<file path="config.mk">
export PLATFORM = sky130hd
export DESIGN_NAME = cam_top
export DESIGN_NICKNAME = d
export VERILOG_FILES = /design/src/hw/cam_pkg.sv /design/src/hw/repl_if.sv /design/src/hw/cam_top.sv /design/src/hw/cam_replacement.sv /design/src/hw/cam_tag_array.sv
export SDC_FILE = /design/constraint.sdc
export NUM_CORES = 1
export LEC_CHECK = 0
export BUFFER_PORTS_ARGS = -buffer_cell sky130_fd_sc_hd__buf_2
export CAP_MARGIN = 5
export CORE_UTILIZATION = 55
export DETAILED_ROUTE_END_ITERATION = 10
export PLACE_DENSITY_LB_ADDON = 0.15
export SLEW_MARGIN = 15
export SYNTH_ARGS = -nofsm -noshare
export SYNTH_HDL_FRONTEND = slang
export SYNTH_HIERARCHICAL = 1
export SYNTH_SLANG_ARGS = --single-unit
</file>
<file path="constraint.sdc">
create_clock -name clk_i -period 3.3 [get_ports clk_i]
set_input_delay 0.33 -clock clk_i [delete_from_list [all_inputs] [get_ports clk_i]]
set_output_delay 0.33 -clock clk_i [all_outputs]
set_load 0.02 [all_outputs]
</file>
<file path="src/hw/cam_pkg.sv">
//==========================================================
// Shared definitions for the fully associative tag store
// Holds the operation encoding seen on the op_i port of the
// top level, decoded by the tag array and driven by the
// testbench; import it where the op type is needed
//==========================================================

package cam_pkg;

   // Operation requested by the caller for the current cycle
   // One operation is accepted every cycle and none is ever stalled
   //
   // op_nop leaves the store untouched and raises no done pulse
   //
   // op_lookup compares the tag against every valid entry and
   // returns the stored data word on a hit
   //
   // op_write updates a matching entry in place, or allocates
   // the victim way chosen by the replacement block on a miss
   //
   // op_invalidate clears the valid bit of a matching entry and
   // does not touch the replacement state
   typedef enum logic [1:0]
   {
      op_nop        = 2'd0,
      op_lookup     = 2'd1,
      op_write      = 2'd2,
      op_invalidate = 2'd3
   } cam_op_e;

endpackage : cam_pkg
</file>
<file path="src/hw/repl_if.sv">
//==========================================================
// Link between the tag array and the replacement block
// The tag array reports touches, allocations and empty ways
// and the replacement block answers with a one-hot victim
// Instantiate once per store with the same entry count
//==========================================================
`timescale 1ns/1ps

interface repl_if
#(
   parameter int els_p = 8
)
();

   // One-hot way that hit on a lookup or an in-place write
   logic [els_p-1:0] read_v;

   // Strobe for a write miss that allocates this cycle
   logic             alloc_v;

   // One bit per entry, set while the entry holds nothing
   logic [els_p-1:0] empty;

   // One-hot victim way, combinational from the tree and empty
   logic [els_p-1:0] alloc_way;

   // Storage side, owns the strobes and the empty vector
   modport tag_side (output read_v, output alloc_v, output empty, input alloc_way);

   // Policy side, owns the victim select
   modport repl_side (input read_v, input alloc_v, input empty, output alloc_way);

endinterface : repl_if

</file>
<file path="src/hw/cam_top.sv">
//==========================================================
// Top level of the fully associative tag store
// Takes one operation per cycle on plain ports and answers
// one cycle later with done, hit, data and eviction results
// Set the entry count and widths here, they flow downward
//==========================================================
`timescale 1ns/1ps

module cam_top
   import cam_pkg::*;
#(
   // Number of entries, a power of two of at least 2
   parameter int els_p        = 8,
   // Width of the compared tag
   parameter int tag_width_p  = 12,
   // Width of the data word held with each tag
   parameter int data_width_p = 16
)
(
   input  logic                    clk_i,
   input  logic                    rst_i,

   // Request, sampled every cycle
   input  cam_op_e                 op_i,
   input  logic [tag_width_p-1:0]  tag_i,
   input  logic [data_width_p-1:0] data_i,

   // Response, registered one cycle after the request
   output logic                    done_o,
   output logic                    hit_o,
   output logic [data_width_p-1:0] data_o,

   // Entry pushed out by an allocating write
   output logic                    evict_o,
   output logic [tag_width_p-1:0]  evict_tag_o,
   output logic [data_width_p-1:0] evict_data_o
);

   // Touches, allocation strobe, empty vector and victim select
   repl_if
   #(
      .els_p (els_p)
   )
   repl ();

   // Storage and compare, owns all registered results
   cam_tag_array
   #(
      .els_p        (els_p),
      .tag_width_p  (tag_width_p),
      .data_width_p (data_width_p)
   )
   tag_array_i
   (
      .clk_i        (clk_i),
      .rst_i        (rst_i),
      .op_i         (op_i),
      .tag_i        (tag_i),
      .data_i       (data_i),
      .repl         (repl.tag_side),
      .done_o       (done_o),
      .hit_o        (hit_o),
      .data_o       (data_o),
      .evict_o      (evict_o),
      .evict_tag_o  (evict_tag_o),
      .evict_data_o (evict_data_o)
   );

   // Pseudo-LRU tree
   // The victim it names is used by the tag array in the same cycle
   cam_replacement
   #(
      .els_p (els_p)
   )
   replacement_i
   (
      .clk_i (clk_i),
      .rst_i (rst_i),
      .repl  (repl.repl_side)
   );

endmodule : cam_top

</file>
<file path="src/hw/cam_replacement.sv">
//==========================================================
// Tree pseudo-LRU replacement for the associative store
// Names a one-hot victim way every cycle, preferring the
// lowest empty way, and moves the tree away from each way
// that is hit or allocated; els_p must be a power of two
//==========================================================
`timescale 1ns/1ps

module cam_replacement
#(
   parameter int els_p = 8
)
(
   input  logic      clk_i,
   input  logic      rst_i,
   repl_if.repl_side repl
);

   // Width of a binary way index
   localparam int lg_els_lp = $clog2(els_p);

   // Tree bits in heap order, node 0 is the root
   // Children of node k sit at 2k+1 and 2k+2
   logic [els_p-2:0]     lru_r;
   logic [els_p-2:0]     lru_n;

   // Victim candidates
   logic [lg_els_lp-1:0] lru_way;
   logic [lg_els_lp-1:0] empty_way;
   logic                 empty_found;
   logic [lg_els_lp-1:0] victim_way;

   // Touch request for this cycle
   logic                 read_any;
   logic [lg_els_lp-1:0] read_way;
   logic [lg_els_lp-1:0] touch_way;
   logic                 touch_v;

   // Walk from the root to find the least recently used way
   // A clear bit sends the walk to the lower half of the subtree
   always_comb
   begin : lru_walk
      int unsigned node;
      node    = 0;
      lru_way = '0;
      for (int lvl = 0; lvl < lg_els_lp; lvl++)
      begin
         lru_way[lg_els_lp-1-lvl] = lru_r[node];
         node = 2 * node + 1 + lru_r[node];
      end
   end

   // Lowest-indexed empty way, scanned from the top down so
   // that the last assignment wins
   always_comb
   begin
      empty_found = 1'b0;
      empty_way   = '0;
      for (int i = els_p - 1; i >= 0; i--)
      begin
         if (repl.empty[i])
         begin
            empty_found = 1'b1;
            empty_way   = lg_els_lp'(i);
         end
      end
   end

   // Empty ways are filled before anything gets evicted
   assign victim_way = empty_found ? empty_way : lru_way;

   // Victim goes out one-hot
   assign repl.alloc_way = {{(els_p-1){1'b0}}, 1'b1} << victim_way;

   // Binary index of the hit way, read_v is one-hot
   always_comb
   begin
      read_way = '0;
      for (int i = 0; i < els_p; i++)
      begin
         if (repl.read_v[i])
         begin
            read_way = read_way | lg_els_lp'(i);
         end
      end
   end

   assign read_any = |repl.read_v;

   // The tag array never raises a hit and an allocation together,
   // so a single touch per cycle is enough
   assign touch_v   = read_any | repl.alloc_v;
   assign touch_way = read_any ? read_way : victim_way;

   // Every node on the touched path is pointed away from the way
   // Nodes off the path keep their value
   always_comb
   begin : lru_update
      int unsigned node;
      lru_n = lru_r;
      node  = 0;
      for (int lvl = 0; lvl < lg_els_lp; lvl++)
      begin
         lru_n[node] = ~touch_way[lg_els_lp-1-lvl];
         node = 2 * node + 1 + touch_way[lg_els_lp-1-lvl];
      end
   end

   // Tree state only moves on a touch
   always_ff @(posedge clk_i)
   begin
      if (rst_i)
      begin
         lru_r <= '0;
      end
      else if (touch_v)
      begin
         lru_r <= lru_n;
      end
   end

endmodule : cam_replacement

</file>
<file path="src/hw/cam_tag_array.sv">
//==========================================================
// Valid, tag and data storage of the associative store
// Compares the request tag against all entries in parallel,
// sequences lookup, write and invalidate, and registers the
// results for a latency of one cycle
//==========================================================
`timescale 1ns/1ps

module cam_tag_array
   import cam_pkg::*;
#(
   parameter int els_p        = 8,
   parameter int tag_width_p  = 12,
   parameter int data_width_p = 16
)
(
   input  logic                    clk_i,
   input  logic                    rst_i,
   input  cam_op_e                 op_i,
   input  logic [tag_width_p-1:0]  tag_i,
   input  logic [data_width_p-1:0] data_i,
   repl_if.tag_side                repl,
   output logic                    done_o,
   output logic                    hit_o,
   output logic [data_width_p-1:0] data_o,
   output logic                    evict_o,
   output logic [tag_width_p-1:0]  evict_tag_o,
   output logic [data_width_p-1:0] evict_data_o
);

   // Per-entry storage, only the valid bits carry reset
   logic [els_p-1:0]        valid_r;
   logic [tag_width_p-1:0]  tag_mem [els_p];
   logic [data_width_p-1:0] data_mem [els_p];

   // Compare results and operation decode
   logic [els_p-1:0]        match;
   logic                    hit_any;
   logic                    is_lookup;
   logic                    is_write;
   logic                    is_inval;
   logic                    write_hit;
   logic                    write_miss;
   logic                    evict_n;

   // One-hot selected words out of the arrays
   logic [data_width_p-1:0] hit_data;
   logic [tag_width_p-1:0]  victim_tag;
   logic [data_width_p-1:0] victim_data;

   assign is_lookup = (op_i == op_lookup);
   assign is_write  = (op_i == op_write);
   assign is_inval  = (op_i == op_invalidate);

   // Only valid entries take part in the compare
   // A tag is never held twice, so at most one bit is set
   always_comb
   begin
      for (int i = 0; i < els_p; i++)
      begin
         match[i] = valid_r[i] && (tag_mem[i] == tag_i);
      end
   end

   assign hit_any    = |match;
   assign write_hit  = is_write & hit_any;
   assign write_miss = is_write & ~hit_any;

   // The victim is only evicted when it already held an entry
   assign evict_n = write_miss & |(repl.alloc_way & valid_r);

   // Both selects are one-hot, so an OR tree acts as the mux
   always_comb
   begin
      hit_data    = '0;
      victim_tag  = '0;
      victim_data = '0;
      for (int i = 0; i < els_p; i++)
      begin
         if (match[i])
         begin
            hit_data = hit_data | data_mem[i];
         end
         if (repl.alloc_way[i])
         begin
            victim_tag  = victim_tag | tag_mem[i];
            victim_data = victim_data | data_mem[i];
         end
      end
   end

   // Hits on lookups and in-place writes make the way recent
   // Invalidates leave the tree alone
   assign repl.read_v  = match & {els_p{is_lookup | is_write}};
   assign repl.alloc_v = write_miss;
   assign repl.empty   = ~valid_r;

   // Valid bits are set by an allocation and cleared by an invalidate hit
   always_ff @(posedge clk_i)
   begin
      if (rst_i)
      begin
         valid_r <= '0;
      end
      else
      begin
         for (int i = 0; i < els_p; i++)
         begin
            if (write_miss && repl.alloc_way[i])
            begin
               valid_r[i] <= 1'b1;
            end
            else if (is_inval && match[i])
            begin
               valid_r[i] <= 1'b0;
            end
         end
      end
   end

   // Tag and data payload
   // A write hit rewrites only the data, an allocation rewrites both
   always_ff @(posedge clk_i)
   begin
      for (int i = 0; i < els_p; i++)
      begin
         if ((write_hit && match[i]) || (write_miss && repl.alloc_way[i]))
         begin
            data_mem[i] <= data_i;
         end
         if (write_miss && repl.alloc_way[i])
         begin
            tag_mem[i] <= tag_i;
         end
      end
   end

   // Result flags, every non-nop operation gets one done pulse
   always_ff @(posedge clk_i)
   begin
      if (rst_i)
      begin
         done_o  <= 1'b0;
         hit_o   <= 1'b0;
         evict_o <= 1'b0;
      end
      else
      begin
         done_o  <= (op_i != op_nop);
         hit_o   <= hit_any & (is_lookup | is_write | is_inval);
         evict_o <= evict_n;
      end
   end

   // Result payload, forced to zero when it carries nothing
   // data_o returns the stored word only on a lookup hit
   always_ff @(posedge clk_i)
   begin
      data_o       <= (is_lookup && hit_any) ? hit_data : '0;
      evict_tag_o  <= evict_n ? victim_tag : '0;
      evict_data_o <= evict_n ? victim_data : '0;
   end

endmodule : cam_tag_array

</file>
Word-level counts from Yosys, hierarchy flattened
Memories as Yosys holds them, arrays and structs flattened.
Cells that the tools add are included.
- register bits after elaboration: 62
- memory bits (writable): 224
- bits of input ports: 32
- memories kept: 2
- memory list (memory ; depth ; bits a word ; rd ports ; clocked after memory_dff ; wr ports ; line ; text):
    tag_array_i.data_mem ; 8 ; 16 ; 8 ; 0 ; 8 ; cam_tag_array.sv:34 ; logic [data_width_p-1:0] data_mem [els_p];
    tag_array_i.tag_mem ; 8 ; 12 ; 8 ; 0 ; 8 ; cam_tag_array.sv:33 ; logic [tag_width_p-1:0] tag_mem [els_p];
- $add $sub $neg: 6
- $lt $le $gt $ge: 6
- equality and inequality tests: 11
- shift operators: 1
- multiplexer cells: 107
- bitwise operators: 35
- reduce and logical (&&, ||, !) cells: 55
- operators with widths (cell ; count):
    $mux W16 ; 16
    $or A16 B16 Y16 ; 14
    $lt A32 B4 Y1 const B ; 4
    $eq A12 B12 Y1 ; 8
    $mux W12 ; 8
    $or A12 B12 Y12 ; 7
    $add A32 B1 Y32 ; 2
    $add A32 B1 Y32 const B ; 2
    $ge A32 B1 Y1 const B ; 2
    $mux W1 ; 61
    $mux W3 ; 14
    $logic_and A1 B1 Y1 ; 35
    $reduce_or A8 Y1 ; 3
    $reduce_bool A2 Y1 ; 9
    $and A8 B8 Y8 ; 2
    $bwmux W7 ; 2
    $logic_or A1 B1 Y1 ; 8
    $not A8 Y8 ; 1
    $shl A1 B3 Y8 const A ; 1
    $bmux W1 S3 ; 2
    $demux W1 S3 ; 2
    $add A1 B1 Y2 const A ; 2
    $and A1 B1 Y1 ; 4
    $eq A2 B2 Y1 const B ; 2
    4 further kinds ; 10

Longest topological paths before layout
Gate-level depths: netlist of the first run.
- word-level depth: 26
- mapped depth: 13
- mapped depth without buffers: 11

Cells and area by module
The synthesis of the first run kept the hierarchy.
- modules (own cells, without submodules) (module ; times used ; cells each ; area an instance (sq um) ; seq. area each (sq um)):
    cam_tag_array ; 1 ; 785 ; 11539.8 ; 7827.5
    cam_replacement ; 1 ; 74 ; 590.6 ; 140.1

Least setup slack after synthesis of the first run
OpenSTA, ideal clock, no wires.
- path type: register to register
- start point: register replacement_i.lru_r[0]
- end point: memory tag_array_i.data_mem[6][0], in the netlist tag_array_i/data_mem[1][32] (enable)
- setup time: 0.374 ns
- arrival: 3.157 ns
- slack: -0.230 ns
- stages on the path, launching flop included: 10
- buffers on the path: 2
- period minus slack after synthesis: 3.530 ns
- cell sequence: dfxtp_1 -> mux2i_1 -> ha_1 -> o211ai_1 -> a31oi_1 -> o311a_4 -> nor3_1 -> clkbuf_1 -> clkbuf_1 -> a22o_1
- RTL lines (item ; line ; text):
    from (decl) ; cam_replacement.sv:24 ; logic [els_p-2:0] lru_r;
    from (signal assigned) ; cam_replacement.sv:118 ; lru_r <= lru_n;
    to (decl) ; cam_tag_array.sv:34 ;

==> run_results.csv, run 1 <==
group,metric,value,unit
final_layout,multi_input_area,3940,um2
logic_synthesis,synthDistinctLibCells,42,
logic_synthesis,synth-seq-cells,286,
placement,place_inst,1201,
timing,tightest_slew,0.667,ns
timing,fin_crit,3.22,ns
logic_synthesis,ys_seq_area_frac,0.657,
timing,setup_viol,0,
final_layout,num-nets-final,997,
routing,drt_iter0_markers,1056,
logic_synthesis,yosys.area.top_type,"edfxtp_1",
floorplanning,std_cell_rows,53,
status,status,"finished clean",
timing,max_freq,311,MHz
logic_synthesis,syn_inst,859,
worst_setup_path,rr_endpoint,"tag_array_i/data_mem[0][33]",
timing,hold_ws,0.0277,ns
placement,dp_hpwl,22200,um
routing,wl_per_cell,27.8,um
worst_setup_path,rrSetupSlack,0.08,ns
grt,grt_pass1_vias,8686,
grt,overflow,0,
clocking,cts_made_buffers,29,
job,maxCapViolCount,0,
placement,placed_area,13200,um2
worst_setup_path,crit_fanout,18,
worst_setup_path,cp.required,3.52,ns
clocking,tritoncts,"yes",
routing,via_per_inst,6.95,
floorplanning,fp.dieW,151,um
timing,tns,0,ns
clocking,cts_buffer_depth,3,
clocking,path_clk_slew,0.06,ns
logic_synthesis,ys_top_cells_by_area,"edfxtp_1 55%, dfxtp_1 10%, xnor2_1 6.9%",
routing,num_vias,8741,
worst_setup_path,reg2reg_from,"replacement_i/lru_r[0]",
placement,place.gp.congestion,0.932,
worst_hold_path,hold_start,"data_i[11]",
timing,slew-limit-headroom,0.551,
worst_hold_path,hp-class,"primary input to flop",
floorplanning,die_area,22700,um2
final_layout,syn_to_final_growth,17.4,%
floorplanning,core-area,21400,um2
logic_synthesis,syn_area,12100,um2
routing,firstDrtPassIters,7,
final_layout,final_common_cell,"edfxtp_1",
floorplanning,initial_utilization,0.568,
grt,grt_max_degree,33,
worst_setup_path,criticalPathCategory,"flop to flop",
grt,grt_pass1_wl,52100,um
placement,port_buffers,78,
logic_synthesis,synth_ff_type,"edfxtp_1",
power,power_density,538,nW/um2
timing,clock_skew,0.0132,ns
final_layout,layout.cells.non_filler,1257,
logic_synthesis,avgSynthCellArea,14.1,um2
logic_synthesis,synth-edff-count,224,
routing,ant_nets,0,
timing,finalHoldViolCount,0,
logic_synthesis,synth_fp_nets,897,
final_layout,regArea,7970,um2
worst_hold_path,holdPathStages,1,
floorplanning,ios,79,
routing,remaining_drc_errors,0,
logic_synthesis,yosys_warnings,6,
clocking,clock_latency,0.57,ns
final_layout,drive_gt1_frac,0.225,
power,peakVddDrop,463,uV
logic_synthesis,synth.top_cell.area_share,0.555,
timing,slew_viol_final,0,
worst_setup_path,crit_path_start_kind,"flop",
timing,rsz0062_at_grt,"no",
power,p_leak,4.80,nW
logic_synthesis,synth_async_sr_flop_share,0,
worst_setup_path,end_kind,"flop",
worst_hold_path,hold-path-endpoint,"tag_array_i/data_mem[0][27]",
timing,fin_crit_sh,0.975,
floorplanning,die_y,151,um
worst_setup_path,worstPathArrival,3.44,ns
clocking,h-tree-depth,1,
clocking,cts.sinks,286,
routing,drt-total-wl,34900,um
clocking,cts_root_buf,"clkbuf_16",
final_layout,diodes,0,
grt,track_usage,0.313,
grt,antenna_found_initial,0,
final_layout,fillerInstances,1487,
worst_setup_path,reg2reg_depth,8,
final_layout,fin_area,14200,um2
final_layout,layout_common_cells,"224 x edfxtp_1, 96 x xnor2_1, 92 x a22oi_1",
## cell usage after synthesis (all sizes together) (5+ instances only)
cell and n:
edfxtp 224, xnor2 96, a22oi 92, dfxtp 62, a22o 52, a31oi 45, a221oi 44, clkbuf 33
buf 29, nand4 22, nor4 19, inv 17, nand2 17, and2 16, nor2 12, nand3 10
a21oi 8, nor3 7, a41oi 6, ha 6, o21ai 6, and3 5
## metrics by stage
| step | power, mW | util | setup slack [ns] |
|---|---|---|---|
| after detailed placement | 4.39 | 0.619 | 0.119 |
| after floorplan | 4.23 | - | -0.0448 |
| after global placement | 4.38 | 0.619 | 0.249 |
| after CTS | 7.68 | 0.665 | 0.106 |
| after global routing | 7.86 | 0.667 | 0.00953 |
| final | 7.66 | 0.667 | 0.0809 |
## registers in the layout, summed over array words and instances, names as in the netlist
name and flops:
tag_array_i/data_mem 128, tag_array_i/tag_mem 96, tag_array_i/data_o 16, tag_array_i/evict_data_o 16, tag_array_i/evict_tag_o 12, tag_array_i/valid_r 8, replacement_i/lru_r 7, tag_array_i/done_o 1
tag_array_i/evict_o 1, tag_array_i/hit_o 1
## power breakdown
group / internal, mW / switching [mW]
sequential: 3.92 / 0.0224
combinational: 0.149 / 0.243
clock: 1.91 / 1.42
## metal layers
metal | GRT usage | up-vias | wire (um)
met5 | 0 | - | 0
met4 | 0.131 | 0 | 1290
met3 | 0.0524 | 137 | 3950
met2 | 0.471 | 666 | 15800
met1 | 0.450 | 4279 | 13900
li1 | - | 3659 | -
## final cells by class
type                            count  area share
Multi-Input combinational cell    494       0.276
Inverter                           17     0.00448
Clock buffer                       37      0.0568
Sequential cell                   286       0.559
Clock inverter                     17      0.0121
Timing Repair Buffer              131      0.0665
Tap cell                          275      0.0242
## worst max path at each step
| stage | from | end | slack (ns) | cells past startpoint |
|---|---|---|---|---|
| after floorplan | replacement_i/lru_r[0] | tag_array_i/data_mem[1][32] | -0.04 | 9 |
| after global placement | replacement_i/lru_r[0] | tag_array_i/tag_mem[0][1] | 0.25 | 8 |
| after detailed placement | replacement_i/lru_r[0] | tag_array_i/tag_mem[0][1] | 0.12 | 8 |
| after CTS | replacement_i/lru_r[0] | tag_array_i/tag_mem[0][11] | 0.11 | 8 |
| after global routing | replacement_i/lru_r[0] | tag_array_i/evict_tag_o[2] | 0.01 | 11 |
| final | replacement_i/lru_r[0] | tag_array_i/data_mem[0][33] | 0.08 | 8 |
## worst max-delay path, stage by stage (launching register included)
cell	delay, ns
dfxtp_1	0.41
mux2i_2	0.29
ha_1	0.33
o211ai_1	0.20
a31oi_1	0.13
o311a_4	0.46
nor3_2	0.27
buf_4	0.39
a22o_4	0.41
## cells by family (layout without fill, tap and decap cells)
kind of cell	Yosys count	count (layout)	share of synthesized area
DFF	286	286	0.657
AOI/OAI and AO/OA	272	272	0.174
and+or+nand+nor	116	116	0.0607
xor gates and xnor gates	96	96	0.0693
buffers and inverters	79	202	0.0299
adders and majority gates	6	6	0.00619
muxes	4	4	0.00330
## timing repair
action | CTS | global route
resized for setup | 0 | 5
hold buffers | 0 | 0
endpoints found under the setup margin | 0 | 14
buffers inserted | 0 | 1
Note: power is estimated with default switching activity, not from simulation.
==> run 2: changes to the inputs <==
- CORE_MARGIN: default -> 5
- PLACE_DENSITY: default -> 0.79
- PLACE_DENSITY_LB_ADDON: 0.15 -> default
==> run_results.csv, run 2 (same netlist as run 1, synthesis figures left out) <==
group,metric,value,unit
timing,fin_crit,3.20,ns
placement,dp_hpwl,22200,um
power,finalPower,7.72,mW
final_layout,num-nets-final,1002,
floorplanning,initial_utilization,0.558,
clocking,tritoncts,"yes",
grt,grt_max_degree,28,
timing,setup_slack,0.104,ns
status,status,"finished clean",
power,switchingPower,1.68,mW
floorplanning,die_area,25100,um2
grt,grt_pass1_vias,8551,
final_layout,fin_area,14300,um2
clocking,cts_root_buf,"clkbuf_16",
placement,placed_area,13200,um2
job,maxCapViolCount,0,
clocking,cts_buffer_depth,3,
final_layout,max_flop_register,"tag_array_i/data_mem",
final_layout,syn_to_final_growth,17.7,%
placement,port_buffers,78,
final_layout,layout_common_cells,"224 x edfxtp_1, 96 x xnor2_1, 92 x a22oi_1",
routing,ant_nets,0,
routing,remaining_drc_errors,0,
routing,num_vias,8799,
grt,antenna_found_initial,1,
timing,slew-limit-headroom,0.602,
clocking,cts.sinks,286,
final_layout,largest_reg_flops,128,
clocking,cts_made_buffers,29,
final_layout,top_regs,"tag_array_i/data_mem: 128 flops, tag_array_i/tag_mem: 96 flops",
power,seqPwrFrac,0.511,
clocking,clock_latency,0.56,ns
routing,firstDrtPassIters,6,
routing,wl_per_cell,27.5,um
clocking,h-tree-depth,1,
placement,place.gp.congestion,0.924,
power,power_density,541,nW/um2
timing,finalHoldViolCount,0,
clocking,path_clk_slew,0.06,ns
worst_setup_path,crit_fanout,25,
power,p_sw_frac,0.218,
power,combPwrFrac,0.051,
routing,drt_iter0_markers,1201,
final_layout,final_common_cell,"edfxtp_1",
worst_hold_path,hp-class,"primary input to flop",
grt,grt_pass1_wl,51300,um
final_layout,diodes,0,
worst_setup_path,end_kind,"flop",
final_layout,drive_gt1_frac,0.231,
timing,setup_viol,0,
power,p_leak,4.82,nW
routing,drt-total-wl,34800,um
floorplanning,std_cell_rows,54,
floorplanning,die_y,159,um
worst_setup_path,crit_path_start_kind,"flop",
power,p_int,6.04,mW
timing,rsz0062_at_grt,"no",
timing,max_freq,313,MHz
routing,via_per_inst,6.94,
worst_setup_path,cp.required,3.74,ns
power,clkPwrFrac,0.438,
final_layout,fillerInstances,1538,
worst_setup_path,criticalPathCategory,"flop to flop",
timing,slew_viol_final,0,
floorplanning,ios,79,
timing,fin_crit_sh,0.968,
timing,hold_ws,0.0370,ns
placement,post-place-ws,0.151,ns
grt,overflow,0,
clocking,ctsHoldBuffers,0,
timing,clock_skew,0.0161,ns
timing,tightest_slew,0.597,ns
floorplanning,fp.dieW,159,um
floorplanning,core-area,21800,um2
grt,track_usage,0.271,
worst_setup_path,worstPathArrival,3.63,ns
power,peakVddDrop,408,uV
run 2: timing repair:
action	CTS	global route
setup endpoints to repair	0	43
resized for setup	0	9
setup buffers	0	1
run 2: metal layers:
layer	vias up	part of all wire	global-route usage	wire, um
li1	3675	-	-	-
met4	2	0.045	0.109	1550
met2	732	0.45	0.408	15600
met1	4219	0.37	0.378	13000
met3	171	0.13	0.0693	4690
met5	-	0.00037	0	13
run 2: per-stage QoR:
step | utilization | instances | TNS, ns
final | 0.656 | 1267 | 0
after detailed placement | 0.607 | 1211 | 0
after CTS | 0.653 | 1265 | 0
after floorplan | - | 859 | -0.717
after global placement | 0.607 | 1211 | 0
after global routing | 0.656 | 1267 | 0
run 2: cell type report:
| class | count | area [um2] | area share |
|---|---|---|---|
| tap | 280 | 350 | 0.0245 |
| clock buffer | 38 | 801 | 0.0561 |
| multi-input combinational | 494 | 3950 | 0.277 |
| timing repair buffer | 136 | 935 | 0.0655 |
| clock inverter | 16 | 200 | 0.0140 |
| sequential | 286 | 7970 | 0.558 |
| inverter | 17 | 63.8 | 0.00447 |
run 2: power by group through the flow:
stage          sequential (mW)  clock, mW  combinational (mW)
6_report                  3.94       3.38               0.395
5_1_grt                   3.94       3.58               0.418
4_1_cts                   3.94       3.41               0.382
3_5_place_dp              4.02          0               0.378
3_3_place_gp              4.02          0               0.368
2_1_floorplan             4.02          0               0.215
run 2: final timing paths:
path | end | startpoint | depth (start not counted) | slack, ns
setup / recovery | tag_array_i/evict_tag_o[11] | replacement_i/lru_r[0] | 12 | 0.10
hold / removal | tag_array_i/data_mem[0][43] | data_i[11] | 1 | 0.04
setup reg to reg | tag_array_i/evict_tag_o[11] | replacement_i/lru_r[0] | 12 | 0.10
hold reg to reg | replacement_i/lru_r[2] | replacement_i/lru_r[2] | 2 | 0.49
run 2: worst max-delay path, stage by stage, from the launching register on:
cell	delay, ns
dfxtp_2	0.38
mux2i_2	0.26
ha_1	0.33
o211ai_1	0.19
a31oi_1	0.12
o311a_4	0.46
nor3_2	0.27
buf_12	0.23
a22oi_1	0.10
nand4_1	0.09
nand4_1	0.12
buf_4	0.23
a31oi_1	0.28
==> run 3: changes to the inputs <==
- PLACE_DENSITY: 0.79 -> 0.76
- clock period: 3.3 -> 3.8 ns (I/O delays scaled with it)
==> run_results.csv, run 3 (same netlist as run 1, synthesis figures left out) <==
group,metric,value,unit
placement,placed_area,13000,um2
routing,ant_nets,0,
worst_setup_path,cp.required,3.97,ns
clocking,ctsHoldBuffers,0,
worst_setup_path,path_cells,"mux2i_1 > ha_1 > o211ai_1 > a31oi_1 > o311a_4 > nor3_2 > buf_4 > and2_1",
clocking,h-tree-depth,1,
timing,tightest_slew,0.664,ns
worst_hold_path,hold-path-endpoint,"tag_array_i/data_mem[1][29]",
grt,grt_pass1_wl,52200,um
timing,slew-limit-headroom,0.554,
floorplanning,core-area,21800,um2
floorplanning,std_cell_rows,54,
floorplanning,initial_utilization,0.558,
placement,place_inst,1198,
timing,finalHoldViolCount,0,
timing,fin_crit_sh,0.904,
clocking,clock_latency,0.54,ns
clocking,tritoncts,"yes",
job,maxCapViolCount,0,
timing,setup_viol,0,
final_layout,drive_gt1_frac,0.202,
worst_setup_path,end_kind,"flop",
worst_setup_path,crit_path_start_kind,"flop",
routing,num_vias,8628,
final_layout,top_regs,"tag_array_i/data_mem: 128 flops, tag_array_i/tag_mem: 96 flops",
worst_setup_path,criticalPathCategory,"flop to flop",
clocking,post-cts-setup-buffer-count,0,
timing,max_freq,291,MHz
grt,grt_max_degree,33,
grt,antenna_found_initial,1,
power,p_leak,4.69,nW
final_layout,utilization,0.644,
worst_hold_path,holdPathStages,1,
worst_setup_path,worstPathArrival,3.61,ns
worst_hold_path,hold_start,"data_i[13]",
timing,hold_ws,0.120,ns
routing,via_per_inst,6.90,
routing,wl_per_cell,27.9,um
timing,tns,0,ns
worst_setup_path,reg2reg_from,"replacement_i/lru_r[0]",
floorplanning,fp.dieW,159,um
final_layout,diodes,0,
power,power_density,471,nW/um2
clocking,cts_made_buffers,29,
grt,grt_pass1_vias,8479,
grt,overflow,0,
grt,track_usage,0.276,
routing,firstDrtPassIters,5,
timing,slew_viol_final,0,
worst_setup_path,reg2reg_depth,8,
final_layout,layout_common_cells,"224 x edfxtp_1, 96 x xnor2_1, 92 x a22oi_1",
final_layout,num-nets-final,987,
power,finalPower,6.60,mW
placement,dp_hpwl,22500,um
timing,setup_slack,0.363,ns
routing,drt-total-wl,34800,um
final_layout,final_common_cell,"edfxtp_1",
final_layout,layout.cells.non_filler,1251,
final_layout,fin_area,14000,um2
placement,post-place-ws,0.426,ns
worst_setup_path,critPathSlowestCell,"and2_1",
worst_setup_path,cpPeakStageDelay,0.49,ns
timing,fin_crit,3.44,ns
routing,drt_iter0_markers,1326,
worst_setup_path,rrSetupSlack,0.36,ns
timing,clock_skew,0.0116,ns
status,status,"finished clean",
final_layout,largest_reg_flops,128,
final_layout,max_flop_register,"tag_array_i/data_mem",
final_layout,syn_to_final_growth,15.5,%
worst_hold_path,hp-class,"primary input to flop",
worst_setup_path,crit_fanout,12,
floorplanning,die_y,159,um
placement,place.gp.congestion,0.979,
routing,remaining_drc_errors,0,
worst_setup_path,rr_endpoint,"tag_array_i/tag_mem[0][1]",
clocking,path_clk_slew,0.07,ns
power,peakVddDrop,478,uV
placement,port_buffers,78,
clocking,cts_root_buf,"clkbuf_16",
clocking,cts_buffer_depth,3,
floorplanning,ios,79,
clocking,cts_resized,0,
floorplanning,die_area,25100,um2
clocking,cts.sinks,286,
timing,rsz0062_at_grt,"no",
run 3: metal layers:
metal,up-vias,global-route usage,share of wire
met4,2,0.0930,0.033
met1,4173,0.398,0.38
met3,102,0.0655,0.14
met5,-,0,0.00020
li1,3633,-,-
met2,718,0.416,0.45
run 3: power by group:
group	total (mW)	switching (mW)	internal (mW)	leakage, nW
Combinational	0.317	0.203	0.114	1.70
Sequential	3.42	0.0215	3.40	2.52
Clock	2.86	1.20	1.66	0.465
run 3: critical path: cells and delay by family (launching register included):
family / cells / cell delay, ns
adders and majority gates: 1 / 0.36
DFF: 1 / 0.41
muxes: 1 / 0.36
buffers and inverters: 1 / 0.28
AOI/OAI and AO/OA: 3 / 0.75
and+or+nand+nor: 2 / 0.90
run 3: how the worst max path moves through the flow:
stage                           start                           to  slack (ns)  cells after the start
2_1_floorplan  replacement_i/lru_r[0]  tag_array_i/data_mem[1][32]        0.27                      9
3_3_place_gp   replacement_i/lru_r[0]   tag_array_i/tag_mem[1][19]        0.54                      7
3_5_place_dp   replacement_i/lru_r[0]   tag_array_i/tag_mem[0][10]        0.43                      8
4_1_cts        replacement_i/lru_r[0]    tag_array_i/tag_mem[0][1]        0.40                      8
5_1_grt        replacement_i/lru_r[0]  tag_array_i/evict_data_o[8]        0.21                     11
6_report       replacement_i/lru_r[0]    tag_array_i/tag_mem[0][1]        0.36                      8
run 3: cell type report:
cell class / count / area (um2)
Sequential cell: 286 / 7970
Fill cell: 1576 / 7740
Multi-Input combinational cell: 494 / 3890
Timing Repair Buffer: 121 / 776
Clock buffer: 32 / 767
Tap cell: 280 / 350
Clock inverter: 21 / 199
Inverter: 17 / 63.8
